`src/include/noc_settings.svh`:
```
`ifndef NOC_SETTINGS_SVH
`define NOC_SETTINGS_SVH

// mesh dimensions.
`define NOC_SIZE_X 4
`define NOC_SIZE_Y 4

// one bit wider than the mesh needs, so bad destinations can be encoded.
`define NOC_COORD_W 3

// virtual channels per router input.
`define NOC_VCS 2

// payload bits carried by every flit.
`define NOC_DATA_W 16

`endif

```
`src/hdl/noc_flit_pkg.sv`:
```
`default_nettype none

`include "noc_settings.svh"

package noc_flit_pkg;

  // mesh coordinate.
  typedef struct packed {
    logic [`NOC_COORD_W-1:0] x;
    logic [`NOC_COORD_W-1:0] y;
  } noc_location;

  // routing header of a head flit.
  typedef struct packed {
    noc_location destination;
    logic        invalid_destination;
  } noc_header;

  // header is only meaningful while head is set.
  // a single-flit packet carries both head and tail.
  typedef struct packed {
    logic                   head;
    logic                   tail;
    noc_header              header;
    logic [`NOC_DATA_W-1:0] data;
  } noc_flit;

endpackage

`default_nettype wire

```
`src/hdl/noc_route_pkg.sv`:
```
`default_nettype none

`include "noc_settings.svh"

package noc_route_pkg;

  // output ports of one router.
  localparam int NOC_PORTS = 5;

  // one-hot output port selection.
  typedef enum logic [NOC_PORTS-1:0] {
    ROUTE_NONE    = 5'b00000,
    ROUTE_X_PLUS  = 5'b00001,
    ROUTE_X_MINUS = 5'b00010,
    ROUTE_Y_PLUS  = 5'b00100,
    ROUTE_Y_MINUS = 5'b01000,
    ROUTE_LOCAL   = 5'b10000
  } noc_route;

  // per-VC strobes seen by one output port.
  typedef struct packed {
    logic [`NOC_VCS-1:0] request;
    logic [`NOC_VCS-1:0] start_of_packet;
    logic [`NOC_VCS-1:0] end_of_packet;
  } noc_port_request;

endpackage

`default_nettype wire

```
`src/hdl/noc_route_selector.sv`:
```
`default_nettype none

`include "noc_settings.svh"

module noc_route_selector #(
  parameter int       X               = 0,
  parameter int       Y               = 0,
  parameter bit [4:0] available_ports = 5'b11111
) (
  input  logic                                                   clk,
  input  logic                                                   rst_n,
  input  noc_flit_pkg::noc_flit [`NOC_VCS-1:0]                   flit_in,
  input  logic [`NOC_VCS-1:0]                                    flit_in_valid,
  output logic [`NOC_VCS-1:0]                                    flit_in_ready,
  output noc_route_pkg::noc_port_request [4:0]                   port_req,
  output noc_flit_pkg::noc_flit [4:0][`NOC_VCS-1:0]              routed_flit,
  output logic [4:0][`NOC_VCS-1:0]                               routed_valid,
  input  logic [4:0][`NOC_VCS-1:0]                               grant,
  input  logic [4:0][`NOC_VCS-1:0]                               vc_ready
);

  noc_route_pkg::noc_route route_next [`NOC_VCS];
  noc_route_pkg::noc_route route_q    [`NOC_VCS];
  noc_route_pkg::noc_route route      [`NOC_VCS];

  logic [`NOC_VCS-1:0]                 start_of_packet;
  logic [`NOC_VCS-1:0]                 end_of_packet;
  logic [`NOC_VCS-1:0]                 tail;
  noc_flit_pkg::noc_flit [`NOC_VCS-1:0] flit_marked;

  // xy order; a disabled port falls back to local.
  function automatic noc_route_pkg::noc_route select_route(
    input noc_flit_pkg::noc_flit flit
  );
    noc_flit_pkg::noc_location dst;
    dst = flit.header.destination;
    case (1'b1)
      (dst.x > X) && available_ports[0]: return noc_route_pkg::ROUTE_X_PLUS;
      (dst.x < X) && available_ports[1]: return noc_route_pkg::ROUTE_X_MINUS;
      (dst.y > Y) && available_ports[2]: return noc_route_pkg::ROUTE_Y_PLUS;
      (dst.y < Y) && available_ports[3]: return noc_route_pkg::ROUTE_Y_MINUS;
      default:                           return noc_route_pkg::ROUTE_LOCAL;
    endcase
  endfunction

  // flag head flits aimed outside the mesh.
  function automatic noc_flit_pkg::noc_flit mark_destination(
    input noc_flit_pkg::noc_flit flit
  );
    noc_flit_pkg::noc_flit     result;
    noc_flit_pkg::noc_location dst;
    result = flit;
    dst    = flit.header.destination;
    if (flit.head && ((dst.x >= `NOC_SIZE_X) || (dst.y >= `NOC_SIZE_Y))) begin
      result.header.invalid_destination = 1'b1;
    end
    return result;
  endfunction

  always_comb begin
    for (int i = 0; i < `NOC_VCS; i++) begin
      start_of_packet[i] = flit_in_valid[i] && flit_in[i].head;
      tail[i]            = flit_in[i].tail;
      route_next[i]      = select_route(flit_in[i]);
      flit_marked[i]     = mark_destination(flit_in[i]);
      // the head decides directly, later flits use the held route.
      if (start_of_packet[i]) begin
        route[i] = route_next[i];
      end else begin
        route[i] = route_q[i];
      end
    end
  end

  always_ff @(posedge clk or negedge rst_n) begin
    if (!rst_n) begin
      for (int i = 0; i < `NOC_VCS; i++) begin
        route_q[i] <= noc_route_pkg::ROUTE_NONE;
      end
    end else begin
      for (int i = 0; i < `NOC_VCS; i++) begin
        if (end_of_packet[i]) begin
          route_q[i] <= noc_route_pkg::ROUTE_NONE;
        end else if (start_of_packet[i]) begin
          route_q[i] <= route_next[i];
        end
      end
    end
  end

  // ready comes back from whichever port the VC points at.
  always_comb begin
    flit_in_ready = '0;
    for (int i = 0; i < `NOC_VCS; i++) begin
      for (int p = 0; p < noc_route_pkg::NOC_PORTS; p++) begin
        if (available_ports[p] && route[i][p] && vc_ready[p][i]) begin
          flit_in_ready[i] = 1'b1;
        end
      end
    end
  end

  assign end_of_packet = flit_in_valid & flit_in_ready & tail;

  always_comb begin
    port_req     = '0;
    routed_flit  = '0;
    routed_valid = '0;
    for (int p = 0; p < noc_route_pkg::NOC_PORTS; p++) begin
      if (available_ports[p]) begin
        for (int i = 0; i < `NOC_VCS; i++) begin
          port_req[p].request[i]         = route[i][p] && flit_in_valid[i];
          port_req[p].start_of_packet[i] = route[i][p] && start_of_packet[i];
          port_req[p].end_of_packet[i]   = route[i][p] && end_of_packet[i];
          routed_valid[p][i]             = route[i][p] && flit_in_valid[i];
          routed_flit[p][i]              = flit_marked[i];
        end
      end
    end
  end

endmodule

`default_nettype wire

```
`config.mk`:
```
export PLATFORM = sky130hd
export DESIGN_NAME = noc_route_selector
export DESIGN_NICKNAME = d
export VERILOG_FILES = /design/src/hdl/noc_flit_pkg.sv /design/src/hdl/noc_route_pkg.sv /design/src/hdl/noc_route_selector.sv
export VERILOG_INCLUDE_DIRS = /design/src /design/src/include
export SDC_FILE = /design/constraint.sdc
export NUM_CORES = 1
export LEC_CHECK = 0
export ABC_AREA = 1
export BUFFER_PORTS_ARGS = -buffer_cell sky130_fd_sc_hd__buf_2
export CAP_MARGIN = 20
export CORE_AREA = 4 4 141 143
export CTS_CLUSTER_DIAMETER = 150
export DETAILED_ROUTE_END_ITERATION = 10
export DIE_AREA = 0 0 145 147
export GPL_TIMING_DRIVEN = 1
export SLEW_MARGIN = 10
export SYNTH_ARGS = -nofsm -noshare
export SYNTH_HDL_FRONTEND = slang
export SYNTH_SLANG_ARGS = --single-unit
```
`constraint.sdc`:
```
create_clock -name clk -period 1.01 [get_ports clk]
set_input_delay 0.101 -clock clk [delete_from_list [all_inputs] [get_ports clk]]
set_output_delay 0.101 -clock clk [all_outputs]
set_load 0.05 [all_outputs]
```
**Word level (Yosys, flattened, before mapping)**

Index checks and enable logic that the tools add are counted.
Widths: inputs -> output; s select.

- Add/sub/neg operators: 0
- Multipliers: 0
- Div/mod/pow operators: 0
- Order comparisons: 8
- Equality and inequality tests: 0
- Shift operators: 0
- Multiplexer cells: 20
- Bitwise logic cells: 2
- Reduce and logical (&&, ||, !) cells: 46

Operators with widths:

| cell | count |
|---|---|
| $logic_and 1x1->1 | 44 |
| $mux 5 | 8 |
| $ge 3x3->1 const B | 4 |
| $gt 3x1->1 const B | 4 |
| $mux 1 | 12 |
| $and 2x2->2 | 2 |
| $logic_or 1x1->1 | 2 |

- Bits in registers: 10
- Bits in latches: 0
- RAM bits: 0
- Memory bits (read-only): 0
- Bits of input ports: 74
- Output and inout bits: 292
- Memories kept: 0

**Logic depth before layout (Yosys ltp)**

Gate-level depths: netlist of run 1.

- Word-level depth: 13
- Depth in mapped cells: 10
- Depth with buffers taken out: 10

**Worst setup path after synthesis of run 1**

No wires, ideal clock.

- Path type: input -> output
- From: in flit_in[47] in the netlist's numbering
- To: out routed_valid[9] in the netlist's numbering
- Arrival: 1.540 ns
- Required time: 0.909 ns
- Path slack: -0.631 ns
- Cell stages on the path: 8
- Buffers on the path: 1
- Path through: inv_1 -> nand2_1 -> nor2_2 -> nand2_1 -> nand2_1 -> inv_1 -> nor2_1 -> buf_4

RTL lines:

| element | RTL line | source |
|---|---|---|
| from (decl) | noc_route_selector.sv:12 | `` input noc_flit_pkg::noc_flit [`NOC_VCS-1:0] flit_in, `` |
| to (decl) | noc_route_selector.sv:17 | `` output logic [4:0][`NOC_VCS-1:0] routed_valid, `` |

==> results of run 1 <==
power by group:
group          switching [mW]  internal (mW)
Combinational            1.41          0.606
Sequential            0.00498          0.423
Clock                   0.173          0.512
Total                    1.59           1.54
worst max-delay path: stages, from the launching register on:
cell,delay (ns)
sky130_fd_sc_hd__dfrtp_1,0.38
sky130_fd_sc_hd__nand3_1,0.09
sky130_fd_sc_hd__nand2_1,0.05
sky130_fd_sc_hd__inv_1,0.06
sky130_fd_sc_hd__nand2_2,0.06
sky130_fd_sc_hd__inv_4,0.05
sky130_fd_sc_hd__nand3_4,0.10
sky130_fd_sc_hd__nand2_8,0.14
sky130_fd_sc_hd__nor2_4,0.06
sky130_fd_sc_hd__buf_12,0.14
cell usage in the layout (no fill, tap or decap), types with 4 or more instances in the layout:
cell,instances
sky130_fd_sc_hd__a21oi_1,5
sky130_fd_sc_hd__a21oi_2,5
sky130_fd_sc_hd__buf_12,12
sky130_fd_sc_hd__buf_2,106
sky130_fd_sc_hd__buf_4,34
sky130_fd_sc_hd__buf_6,29
sky130_fd_sc_hd__buf_8,21
sky130_fd_sc_hd__clkinvlp_4,7
sky130_fd_sc_hd__conb_1,4
sky130_fd_sc_hd__dfrtp_1,10
sky130_fd_sc_hd__inv_1,16
sky130_fd_sc_hd__inv_2,6
sky130_fd_sc_hd__nand2_1,16
sky130_fd_sc_hd__nand2_2,14
sky130_fd_sc_hd__nand2_4,4
sky130_fd_sc_hd__nand2_8,4
sky130_fd_sc_hd__nand3_1,6
sky130_fd_sc_hd__nand3_4,7
sky130_fd_sc_hd__nor2_2,4
sky130_fd_sc_hd__nor2_4,20
metal layers:
layer / up-vias / GRT usage / wire (um)
li1: 833 / - / -
met1: 785 / 0.0571 / 2170
met2: 146 / 0.112 / 3810
met3: 67 / 0.0333 / 903
met4: 0 / 0.0404 / 446
met5: - / 0 / 0
final timing paths:
check,depth (start not counted),startpoint,slack (ns),end
setup / recovery,9,route_q[8],-0.46,port_req[12]
hold / removal,0,flit_in[2],0.20,routed_flit[152]
setup reg to reg,9,route_q[8],-0.25,route_q[7]
hold reg to reg,5,route_q[9],0.73,route_q[9]
max in group asynchronous,2,rst_n,0.52,route_q[6]
min in group asynchronous,2,rst_n,0.27,route_q[3]
what timing repair did:
action,in CTS,in global routing
endpoints found under the setup margin,56,57
buffers inserted,4,10
hold buffers,1,0
gates resized for setup,111,67
endpoints found under the hold margin,10,0
cloned,0,0
pin swaps,20,19
cell usage after synthesis:
cell type                  instances  area share
sky130_fd_sc_hd__buf_4           262        0.68
sky130_fd_sc_hd__inv_1            34       0.044
sky130_fd_sc_hd__nand2_1          27       0.035
sky130_fd_sc_hd__nand3_1          12       0.021
sky130_fd_sc_hd__nor2_1           12       0.016
sky130_fd_sc_hd__nor2_2           12       0.026
sky130_fd_sc_hd__a21oi_1          10       0.017
sky130_fd_sc_hd__dfrtp_1          10       0.087
sky130_fd_sc_hd__nand2_2           7       0.015
sky130_fd_sc_hd__nand2_4           4       0.016
sky130_fd_sc_hd__clkinv_2          2      0.0035
sky130_fd_sc_hd__nand3_2           2      0.0070
sky130_fd_sc_hd__nand3_4           2       0.012
sky130_fd_sc_hd__nor2_4            2      0.0078
sky130_fd_sc_hd__o21bai_1          2      0.0052
sky130_fd_sc_hd__conb_1            1      0.0013
cells by family (layout without fill, tap and decap cells):
logic type             count (synthesis)  after routing  share of synthesized area
buffers and inverters                298            242                      0.733
AND/OR/NAND/NOR                       80             80                      0.156
AO/OA/AOI/OAI                         12             12                     0.0227
other                                  1              4                    0.00131
flip-flops                            10             10                     0.0871
final cells by class:
class                           count  area (um2)  share of cell area
Tap cell                          234         293              0.0881
Multi-Input combinational cell     96         835               0.251
Timing Repair Buffer              203        1680               0.505
Clock buffer                        3        75.1              0.0226
Sequential cell                    10         250              0.0753
Inverter                           36         193              0.0580
==> results list, run 1 <==
* Result of the run: complete, but fails checks
* Failing checks: negative setup slack
- Worst vdd rail ir drop: 0.000494 V
- 0 antenna diodes ended up in the layout.
- No sink is reached through more buffers than the 2 on the longest clock path.
* Via count of the first global-routing pass: 1803
* Routability cong.: 0.723
* Number of flip-flops under the largest register name: 10
- Initial core utilization: 0.155
- Excluding fillers, the count of instances in the completed layout stands at 582.
- At the end of the flow the core is filled with cells to 0.179.
- DIE HEIGHT: 147 um
- The worst setup path is captured at an output port.
- 1st-iter DRT viols: 32
- Of the cells placed in the final design, the portion with a size suffix greater than 1 is 0.828.
- Across all hold checks on the routed design, the worst slack comes to 0.202 ns.
- Flip-flop and latch count after synthesis: 10
- At the worst endpoint, the arrival time is 1.37 ns.
- Library cells used by synthesis: 16
- Final-report hold violation count: 0
- CTS built an H-tree with a depth of 1.
- TritonCTS created 3 clock buffers.
- Largest net degree at the start of global routing: 11
- Prior to clock tree synthesis, the placed netlist has a worst setup slack of -0.491 ns.
- In this run the cell area measured after placement is 2540 um2.
- Once layout is done, the placed cells without fillers occupy 3320 um2.
- Power density normalized to cell area: 941 nW/um2
- STA puts the critical path data required time at 0.91 ns.
- Count of buffers from port buffering: 159
* Kind of launch point of the worst setup path: flop
- Max-slew violation count: 0
* Length of the first detailed-routing pass in iterations: 4
- YS warnings: 0
- Clock tree from TritonCTS: built
- The analysis attributes to cell leakage a power of 1.60 nW.
* IO Pins: 366
- A synthesized cell averages 7.16 um2.
- Die boundary width: 145 um
- The cell area that synthesis handed to floorplanning was 2870 um2.
- Clock-pin slew was measured on the worst setup and hold paths at 0.04 ns.
- After the last flow step, the layout net total stands at 424.
* Root buffer cell: sky130_fd_sc_hd__clkbuf_16
- Dpl cells: 567
- Register name with the most flops: route_q
- Clock tree synthesis found a total of 10 sinks.
- Routed wirelength normalized by instance count: 12.6 um
* Clock tree skew after final layout: 0.000179 ns
- Worst path setup slack after routing: -0.459 ns
- The min-delay analysis places its worst path in the category in2out.
- The later pin in the worst-skew pair is clocked with a latency of 0.24 ns.
* Global-route wire length before repair: 10.6 mm
- Setup repair after global routing could not meet its margin everywhere.
- Sequential-to-total area share from yosys stat: 0.0871
- The design draws 3.13 mW.
- In the synthesized netlist, the number of instances is 401.
* Detail Placement HPWL: 6.21 mm
* Overflow left after global routing: 0
- Number of DRC violations after detailed routing: 0
- Summing over every cut layer, the via total after detailed routing is 1831.
* Maxcap violations: 0
- Via density: 3.15
* Area enclosed by the die boundary: 21300 um2
- Worst setup path class: reg2out
* Antenna-violating nets left: 0
* Standard-cell row count: 50
- Derived from the worst setup path, the maximum achievable clock frequency is 681 MHz.
- Compared with the post-synthesis result, the final layout area differs by 15.7%.
- Largest registers: route_q: 10 flops
- Core Area: 18600 um2
* Setup violators final: 44
* Wire length after detailed routing: 7.33 mm
- The initial antenna violation count is 0.
- Total negative setup slack: -11.44 ns
- Global Route Usage Sum: 0.0635
- Fraction of the cycle the final worst path needs: 1.45
* Largest fanout of any net on the critical path: 5
- Counting I/O delays and the setup requirement, the final critical path takes 1.47 ns.
- Number of inserted filler cells in the final layout: 2042
Note: power is estimated with default switching activity, not from simulation.
==> inputs of run 2 (changes only) <==
Clock period 1.01 ns to 1.26 ns, I/O delays scaled along.
==> results list, run 2 (same netlist as run 1, synthesis figures left out) <==
- The run finished, with violations left.
- Failing checks: negative setup slack
- The setup TNS was -2.83 ns (+8.61 ns).
- The number of clock buffers inserted by TritonCTS was 3 (unchanged).
* IO Pins: 366 (unchanged)
* Beginning of the critical path: route_q[5]
- The remaining antenna violation count is 0 (unchanged).
* Leakage component of the power: 1.55 nW (-3.0%)
* Maxcap violations: 0 (unchanged)
- Via density: 3.07 (-2.6%)
- For the finished layout, the period the worst path requires is 1.51 ns.
* Setup violators final: 16 (-64%)
* CP Data Required Time: 1.13 ns (+0.22 ns)
* R2r setup slk: 0.08 ns (+0.33 ns)
- The global-route wire length before repair was 10.4 mm (-1.6%).
* Worst min-delay path category: in2out
* Dpl cells: 569 (+0.35%)
- Power density normalized to cell area: 818 nW/um2 (-13%)
* Routed wirelength normalized by instance count: 12.4 um (-1.2%)
- Most frequent cells in the layout: sky130_fd_sc_hd__buf_2, sky130_fd_sc_hd__buf_4, sky130_fd_sc_hd__inv_1, sky130_fd_sc_hd__nor2_4, sky130_fd_sc_hd__nand2_1
- Leaving out fill and tap cells, the most frequent cell in the layout is sky130_fd_sc_hd__buf_2.
* Clock tree skew after final layout: 0.000387 ns (+0.000208 ns)
- The post-DP HPWL came to 6.24 mm (+0.60%).
- The vertical extent of the die was 147 um (unchanged).
* Area added between synthesis and finish: 2.22%
- The overall fraction of global-route tracks in use came to 0.0623 (-0.00118).
- Worst Setup End Kind: output port
- H-tree levels: 1 (unchanged)
* Max-slew violation count: 0 (unchanged)
* Final-stage net count: 421 (-0.71%)
- Largest fanout of any net on the critical path: 5 (unchanged)
- Routability cong.: 0.739 (+2.3%)
* Worst path setup slack after routing: -0.247 ns (+0.212 ns)
- Setup repair after global routing missed its margin: yes
- The worst setup path is launched from a flop.
* 1st-iter DRT viols: 20 (-38%)
- Length of the first detailed-routing pass in iterations: 4 (unchanged)
* Via count of the first global-routing pass: 1792 (-0.61%)
- The largest registers in the layout are route_q: 10 flops.
- The final number of hold-violating endpoints came to 0 (unchanged).
- Number of DRC violations after detailed routing: 0 (unchanged)
- Ant. Diodes: 0 (unchanged)
- Via count: 1775 (-3.1%)
- The number of placement rows came to 50 (unchanged).
- The peak supply drop came to 0.000245 V (-50%).
- The TritonCTS sink count was 10 (unchanged).
* Count of buffers from port buffering: 159 (unchanged)
- The pin count of the biggest net entering global routing came to 11 (unchanged).
* Reg clk slew, reported paths: 0.04 ns (about the same)
* Overflow left after global routing: 0 (unchanged)
* Clock tree from TritonCTS: built
* Endpoint arrival time on the critical path: 1.38 ns (about the same)
- Worst reg2reg path depth: 8 (-1)
- Initial core utilization: 0.155 (unchanged)
- The initial antenna violation count is 1 (+1).
- Launch point of the worst reg-to-reg path: route_q[5]
* Highest Clock Rate: 664 MHz
- Area enclosed by the die boundary: 21300 um2 (unchanged)
* Non-filler instance count after layout: 579 (-0.52%)
- Largest buffer count on any clock path: 2 (unchanged)
- Root buffer cell: sky130_fd_sc_hd__clkbuf_16
- Endpoint of the most critical register-to-register path: route_q[5]
- The x dimension of the die was 145 um (unchanged).
- The clock insertion delay at the later pin of the skew report was 0.24 ns (about the same).
- Of the available clock period, the critical path in the final layout requires 1.20.
- route_q holds more flip-flops than any other register.
- The total wire length came to 7.21 mm (-1.7%).
* Number of flip-flops under the largest register name: 10 (unchanged)
* End point of the critical path: port_req[18]
- The setup path with the least slack is of type reg2out.
- The share of cells above drive strength 1 was 0.771 (-0.0566).
* Core Area: 18600 um2 (unchanged)
-- run 2: area by class of cell --
class | count | area (um2)
multi-input cells | 96 | 744
well taps | 234 | 293
inverters | 36 | 154
repair buffers | 200 | 1420
fillers | 2082 | 15600
clock buffers | 3 | 75.1
flip-flops and latches | 10 | 250
-- run 2: worst min path at each step --
stage                      startpoint          endpoint  slack, ns  cells after the start
after global placement          rst_n        route_q[6]       0.01                      1
final                      flit_in[4]  routed_flit[104]       0.25                      0
after detailed placement        rst_n        route_q[5]       0.02                      1
after CTS                 flit_in[27]   routed_flit[77]       0.25                      0
after global routing       flit_in[1]   routed_flit[51]       0.25                      0
after floorplan                 rst_n        route_q[0]      -0.17                      0
-- run 2: where the power goes --
part	switching (mW)	internal, mW
registers	0.00448	0.339
logic	1.09	0.412
clock network	0.143	0.411
-- run 2: per-layer routing --
layer,routed length [um],part of all wire,up-vias,GRT usage
met5,18,0.0025,-,0
met4,436,0.061,2,0.0480
met3,875,0.12,63,0.0318
met2,3460,0.48,126,0.101
met1,2410,0.33,763,0.0610
li1,-,-,821,-
-- run 2: critical path, stage by stage, from the launching register on --
cell                       delay (ns)
sky130_fd_sc_hd__dfrtp_1         0.32
sky130_fd_sc_hd__inv_1           0.05
sky130_fd_sc_hd__nand2_2         0.08
sky130_fd_sc_hd__nand3_2         0.08
sky130_fd_sc_hd__nand2_2         0.07
sky130_fd_sc_hd__clkinv_2        0.06
sky130_fd_sc_hd__nand3_4         0.10
sky130_fd_sc_hd__nand2_8         0.10
sky130_fd_sc_hd__nor2_4          0.12
sky130_fd_sc_hd__buf_8           0.15
-- run 2: through the flow --
| step | utilization | area (um2) | hold slack [ns] | setup WS (ns) | total power, mW |
|---|---|---|---|---|---|
| floorplan | - | 2930 | -0.170 | -0.214 | 2.86 |
| global placement | 0.129 | 2400 | 0.0148 | -0.228 | 1.69 |
| detailed placement | 0.129 | 2400 | 0.0199 | -0.244 | 1.70 |
| CTS | 0.143 | 2650 | 0.253 | -0.228 | 2.32 |
| global route | 0.158 | 2940 | 0.252 | -0.338 | 2.50 |
| finish | 0.158 | 2940 | 0.252 | -0.247 | 2.40 |
-- run 2: what timing repair did --
action / CTS / global route
setup endpoints to repair: 28 / 44
hold buffers: 1 / 0
hold endpoints to repair: 10 / 0
pin swaps: 1 / 21
buffers inserted: 1 / 5
gates resized for setup: 50 / 81
==> inputs of run 3 (changes only) <==
Settings changed: ABC_AREA 1 to 0.
==> results list, run 3 <==
- TritonCTS built the clock tree.
- Number of flip-flops under the largest register name: 10 (unchanged)
* DIE HEIGHT: 147 um (unchanged)
* Fraction of the cycle the final worst path needs: 1.38 (+0.182)
- Counting instances in the post-synthesis netlist gives the leading cell types as sky130_fd_sc_hd__buf_4, sky130_fd_sc_hd__nand2_1, sky130_fd_sc_hd__dfrtp_1, sky130_fd_sc_hd__nor3_1, sky130_fd_sc_hd__nor2_1.
- The area share of the leading cell type in the synthesized netlist came to 0.681 (-0.00415).
- For this run, the leading register cell type out of synthesis is sky130_fd_sc_hd__dfrtp_1.
- The arrival time at the worst endpoint came to 1.61 ns (+0.23 ns).
- The critical path is of the reg2out type.
* Number of DRC violations after detailed routing: 0 (unchanged)
* Wire length after detailed routing: 7.92 mm (+10%)
* Library cells used by synthesis: 43 (+27)
- Failing checks: negative setup slack
- The via density per instance came to 3.41 (+11%).
- CP Data Required Time: 1.13 ns (about the same)
- The worst-case hold slack is 0.252 ns (+0.0000380 ns).
* Number of inserted filler cells in the final layout: 1984 (-4.7%)
- Overflow left after global routing: 0 (unchanged)
- Sequential-to-total area share from yosys stat: 0.0866 (-0.000528)
- The netlist area before placement was 2890 um2 (+0.61%).
* 1st-iter DRT viols: 34 (+70%)
- Setup repair after global routing could not meet its margin everywhere.
- The area occupied by multi-input gates came to 1160 um2 (+55%).
- Portion of total power attributed to the clock network: 0.209 (-0.021)
* Largest net degree at the start of global routing: 13 (+2)
* Most frequent cells in the layout: sky130_fd_sc_hd__buf_2, sky130_fd_sc_hd__buf_4, sky130_fd_sc_hd__buf_6, sky130_fd_sc_hd__buf_8, sky130_fd_sc_hd__buf_12
- The flow ran to the end, but the final reports show violations.
- The peak supply drop was 0.000369 V (+51%).
* Detail Placement HPWL: 6.33 mm (+1.4%)
- STA classifies the critical path endpoint as an output port.
- The leakage power total is 1.73 nW (+11%).
* Largest fanout of any net on the critical path: 4 (-1)
- Inserted Clock Buffers: 3 (unchanged)
* Number of synthesized flops with an enable pin: 0 (unchanged)
- The library cell used most frequently in the layout, excluding fill and tap cells, is sky130_fd_sc_hd__buf_2.
- The core box area was 18600 um2 (unchanged).
- Antenna violations before repair: 0 (-1)
- Worst Hold Path Cells: 0 (unchanged)
- The largest registers in the layout are route_q: 10 flops.
- Area enclosed by the die boundary: 21300 um2 (unchanged)
* Length of the first detailed-routing pass in iterations: 4 (unchanged)
- Non-filler instance count after layout: 589 (+1.7%)
* Clock tree skew after final layout: 0.000641 ns (+0.000254 ns)
* Highest Clock Rate: 576 MHz (-13%)
* Dpl cells: 562 (-1.2%)
- Global Route Usage Sum: 0.0664 (+0.00414)
* Routed wirelength normalized by instance count: 13.5 um (+8.1%)
* Global-route wire length before repair: 11.6 mm (+11%)
- Kind of launch point of the worst setup path: flop
- The largest buffer count on any clock path was 2 (unchanged).
- The total number of vias was 2007 (+13%).
- Setup violators final: 38 (+22)
- The smallest setup slack after layout was -0.476 ns (-0.230 ns).
- Largest area contributor in the synthesized netlist: sky130_fd_sc_hd__buf_4
* Sequential cell fraction of total power: 0.133 (-0.010)
* Count of buffers from port buffering: 159 (unchanged)
* Final-stage net count: 431 (+2.4%)
- The I/O pin count came to 366 (unchanged).
- Root buffer cell: sky130_fd_sc_hd__clkbuf_16
- The antenna diode count is 0 (unchanged).
- The synthesized area per cell is 7.72 um2 (+7.9%).
* Flip-flop and latch count after synthesis: 10 (unchanged)
* Most used standard cell by instance count after synthesis: sky130_fd_sc_hd__buf_4
- Via count of the first global-routing pass: 2060 (+15%)
* Antenna-violating nets left: 0 (unchanged)
- Switching power of the nets: 1.31 mW (+5.7%)
* Final-report hold violation count: 0 (unchanged)
- Counting flops per register, the top entry is route_q.
* Standard-cell row count: 50 (unchanged)
- By area the synthesized netlist is led by sky130_fd_sc_hd__buf_4, sky130_fd_sc_hd__dfrtp_1, sky130_fd_sc_hd__nor3_1, sky130_fd_sc_hd__nand2_1, sky130_fd_sc_hd__a211oi_1.
* Worst min-delay path category: in2out
- The starting density of the core came to 0.155 (+0.000943).
- The TritonCTS sink count is 10 (unchanged).
* Power density normalized to cell area: 703 nW/um2 (-14%)
- H-tree levels: 1 (unchanged)
* Maxcap violations: 0 (unchanged)
- The post-synthesis instance total came to 374 (-6.7%).
* Post-route minimum period: 1.74 ns (+0.230 ns)
- Max-slew violation count: 0 (unchanged)
- The Yosys warning count came to 0 (unchanged).
- The x dimension of the die is 145 um (unchanged).
- The power share of the combinational group came to 0.658 (+0.031).
- Area added between synthesis and finish: 29.5%
* Cell-internal power: 1.32 mW (+14%)
- The clock transition at the register clock pins on the worst setup and hold paths after CTS was 0.04 ns (about the same).
- Fraction of layout instances using a drive strength above 1: 0.879 (+0.108)
- Clock insertion delay at the later pin of the skew report: 0.24 ns (about the same)
* Routability cong.: 0.805 (+8.8%)
* Proportion of synthesized flip-flops having asynchronous set or reset: 1.00 (unchanged)
- The depth of the most critical reg-to-reg path is 6 (-2).
- The switching power as a share of total power is 0.498 (-0.0182).
* Area of all sequential standard cells: 250 um2 (unchanged)
## run 3: changes by cell type after synthesis, moves of 4 or more
cell / delta
sky130_fd_sc_hd__nand2_1: -16
sky130_fd_sc_hd__nor2_2: -12
sky130_fd_sc_hd__nand3_1: -12
sky130_fd_sc_hd__inv_1: -28
sky130_fd_sc_hd__nand2_2: -7
sky130_fd_sc_hd__nor3_1: +10
sky130_fd_sc_hd__a211oi_1: +5
sky130_fd_sc_hd__nand2_4: -4
sky130_fd_sc_hd__and2_1: +4
## run 3: path summary, 6_finish.rpt
check / startpoint / to / slack [ns]
max: route_q[4] / port_req[13] / -0.48
min: flit_in[10] / routed_flit[10] / 0.25
max reg2reg: route_q[1] / route_q[2] / -0.15
min reg2reg: route_q[3] / route_q[3] / 0.63
max in group asynchronous: rst_n / route_q[0] / 0.73
min in group asynchronous: rst_n / route_q[8] / 0.31
## run 3: metrics by stage
stage | power, mW | instance area, um2 | setup slack, ns | TNS [ns] | util
detailed placement | 1.83 | 2880 | -0.587 | -11.23 | 0.155
floorplan | 2.93 | 3250 | -0.903 | -7.85 | -
global route | 2.74 | 3740 | -0.541 | -10.68 | 0.201
CTS | 2.55 | 3470 | -0.499 | -8.63 | 0.187
finish | 2.63 | 3740 | -0.476 | -8.69 | 0.201
global placement | 1.82 | 2880 | -0.565 | -10.85 | 0.155
## run 3: repair_timing
item                       4_1_cts  5_1_grt
buffers inserted                18       18
hold endpoints to repair        10        0
pin swaps                       25       26
setup endpoints to repair       48       52
hold buffers                     1        0
resized for setup              112       54
## run 3: power by group through the flow
| stage | Sequential (mW) | Combinational [mW] | Clock (mW) |
|---|---|---|---|
| floorplan | 0.351 | 2.58 | 0 |
| global placement | 0.349 | 1.47 | 0 |
| detailed placement | 0.349 | 1.48 | 0 |
| CTS | 0.348 | 1.63 | 0.574 |
| global route | 0.351 | 1.80 | 0.585 |
| finish | 0.349 | 1.73 | 0.551 |
## run 3: critical path: stages (launching register included)
cell and delay, ns:
sky130_fd_sc_hd__dfrtp_1 0.32, sky130_fd_sc_hd__a21boi_4 0.21, sky130_fd_sc_hd__a31oi_4 0.05, sky130_fd_sc_hd__o2111a_2 0.34
sky130_fd_sc_hd__buf_4 0.16, sky130_fd_sc_hd__nor3_4 0.12, sky130_fd_sc_hd__buf_6 0.18
## run 3: cells by family (layout without fill, tap and decap cells)
| family | Yosys count | in the layout | share of synthesized area |
|---|---|---|---|
| buf+inv | 271 | 249 | 0.696 |
| simple gates | 55 | 55 | 0.118 |
| compound gates | 37 | 37 | 0.0979 |
| flops | 10 | 10 | 0.0866 |
| other cells | 1 | 4 | 0.00130 |
## run 3: metal layers
layer / global-route usage / part of all wire / wire, um
met2: 0.120 / 0.52 / 4140
met4: 0.0333 / 0.044 / 346
met5: 0 / 0 / 0
met1: 0.0656 / 0.32 / 2520
met3: 0.0275 / 0.12 / 912
## run 3: final cells by class
| cell class | count | area share |
|---|---|---|
| timing repair buffer | 240 | 0.519 |
| inverter | 6 | 0.00602 |
| multi-input combinational | 96 | 0.309 |
| tap | 234 | 0.0783 |
| sequential | 10 | 0.0669 |
| clock buffer | 3 | 0.0201 |
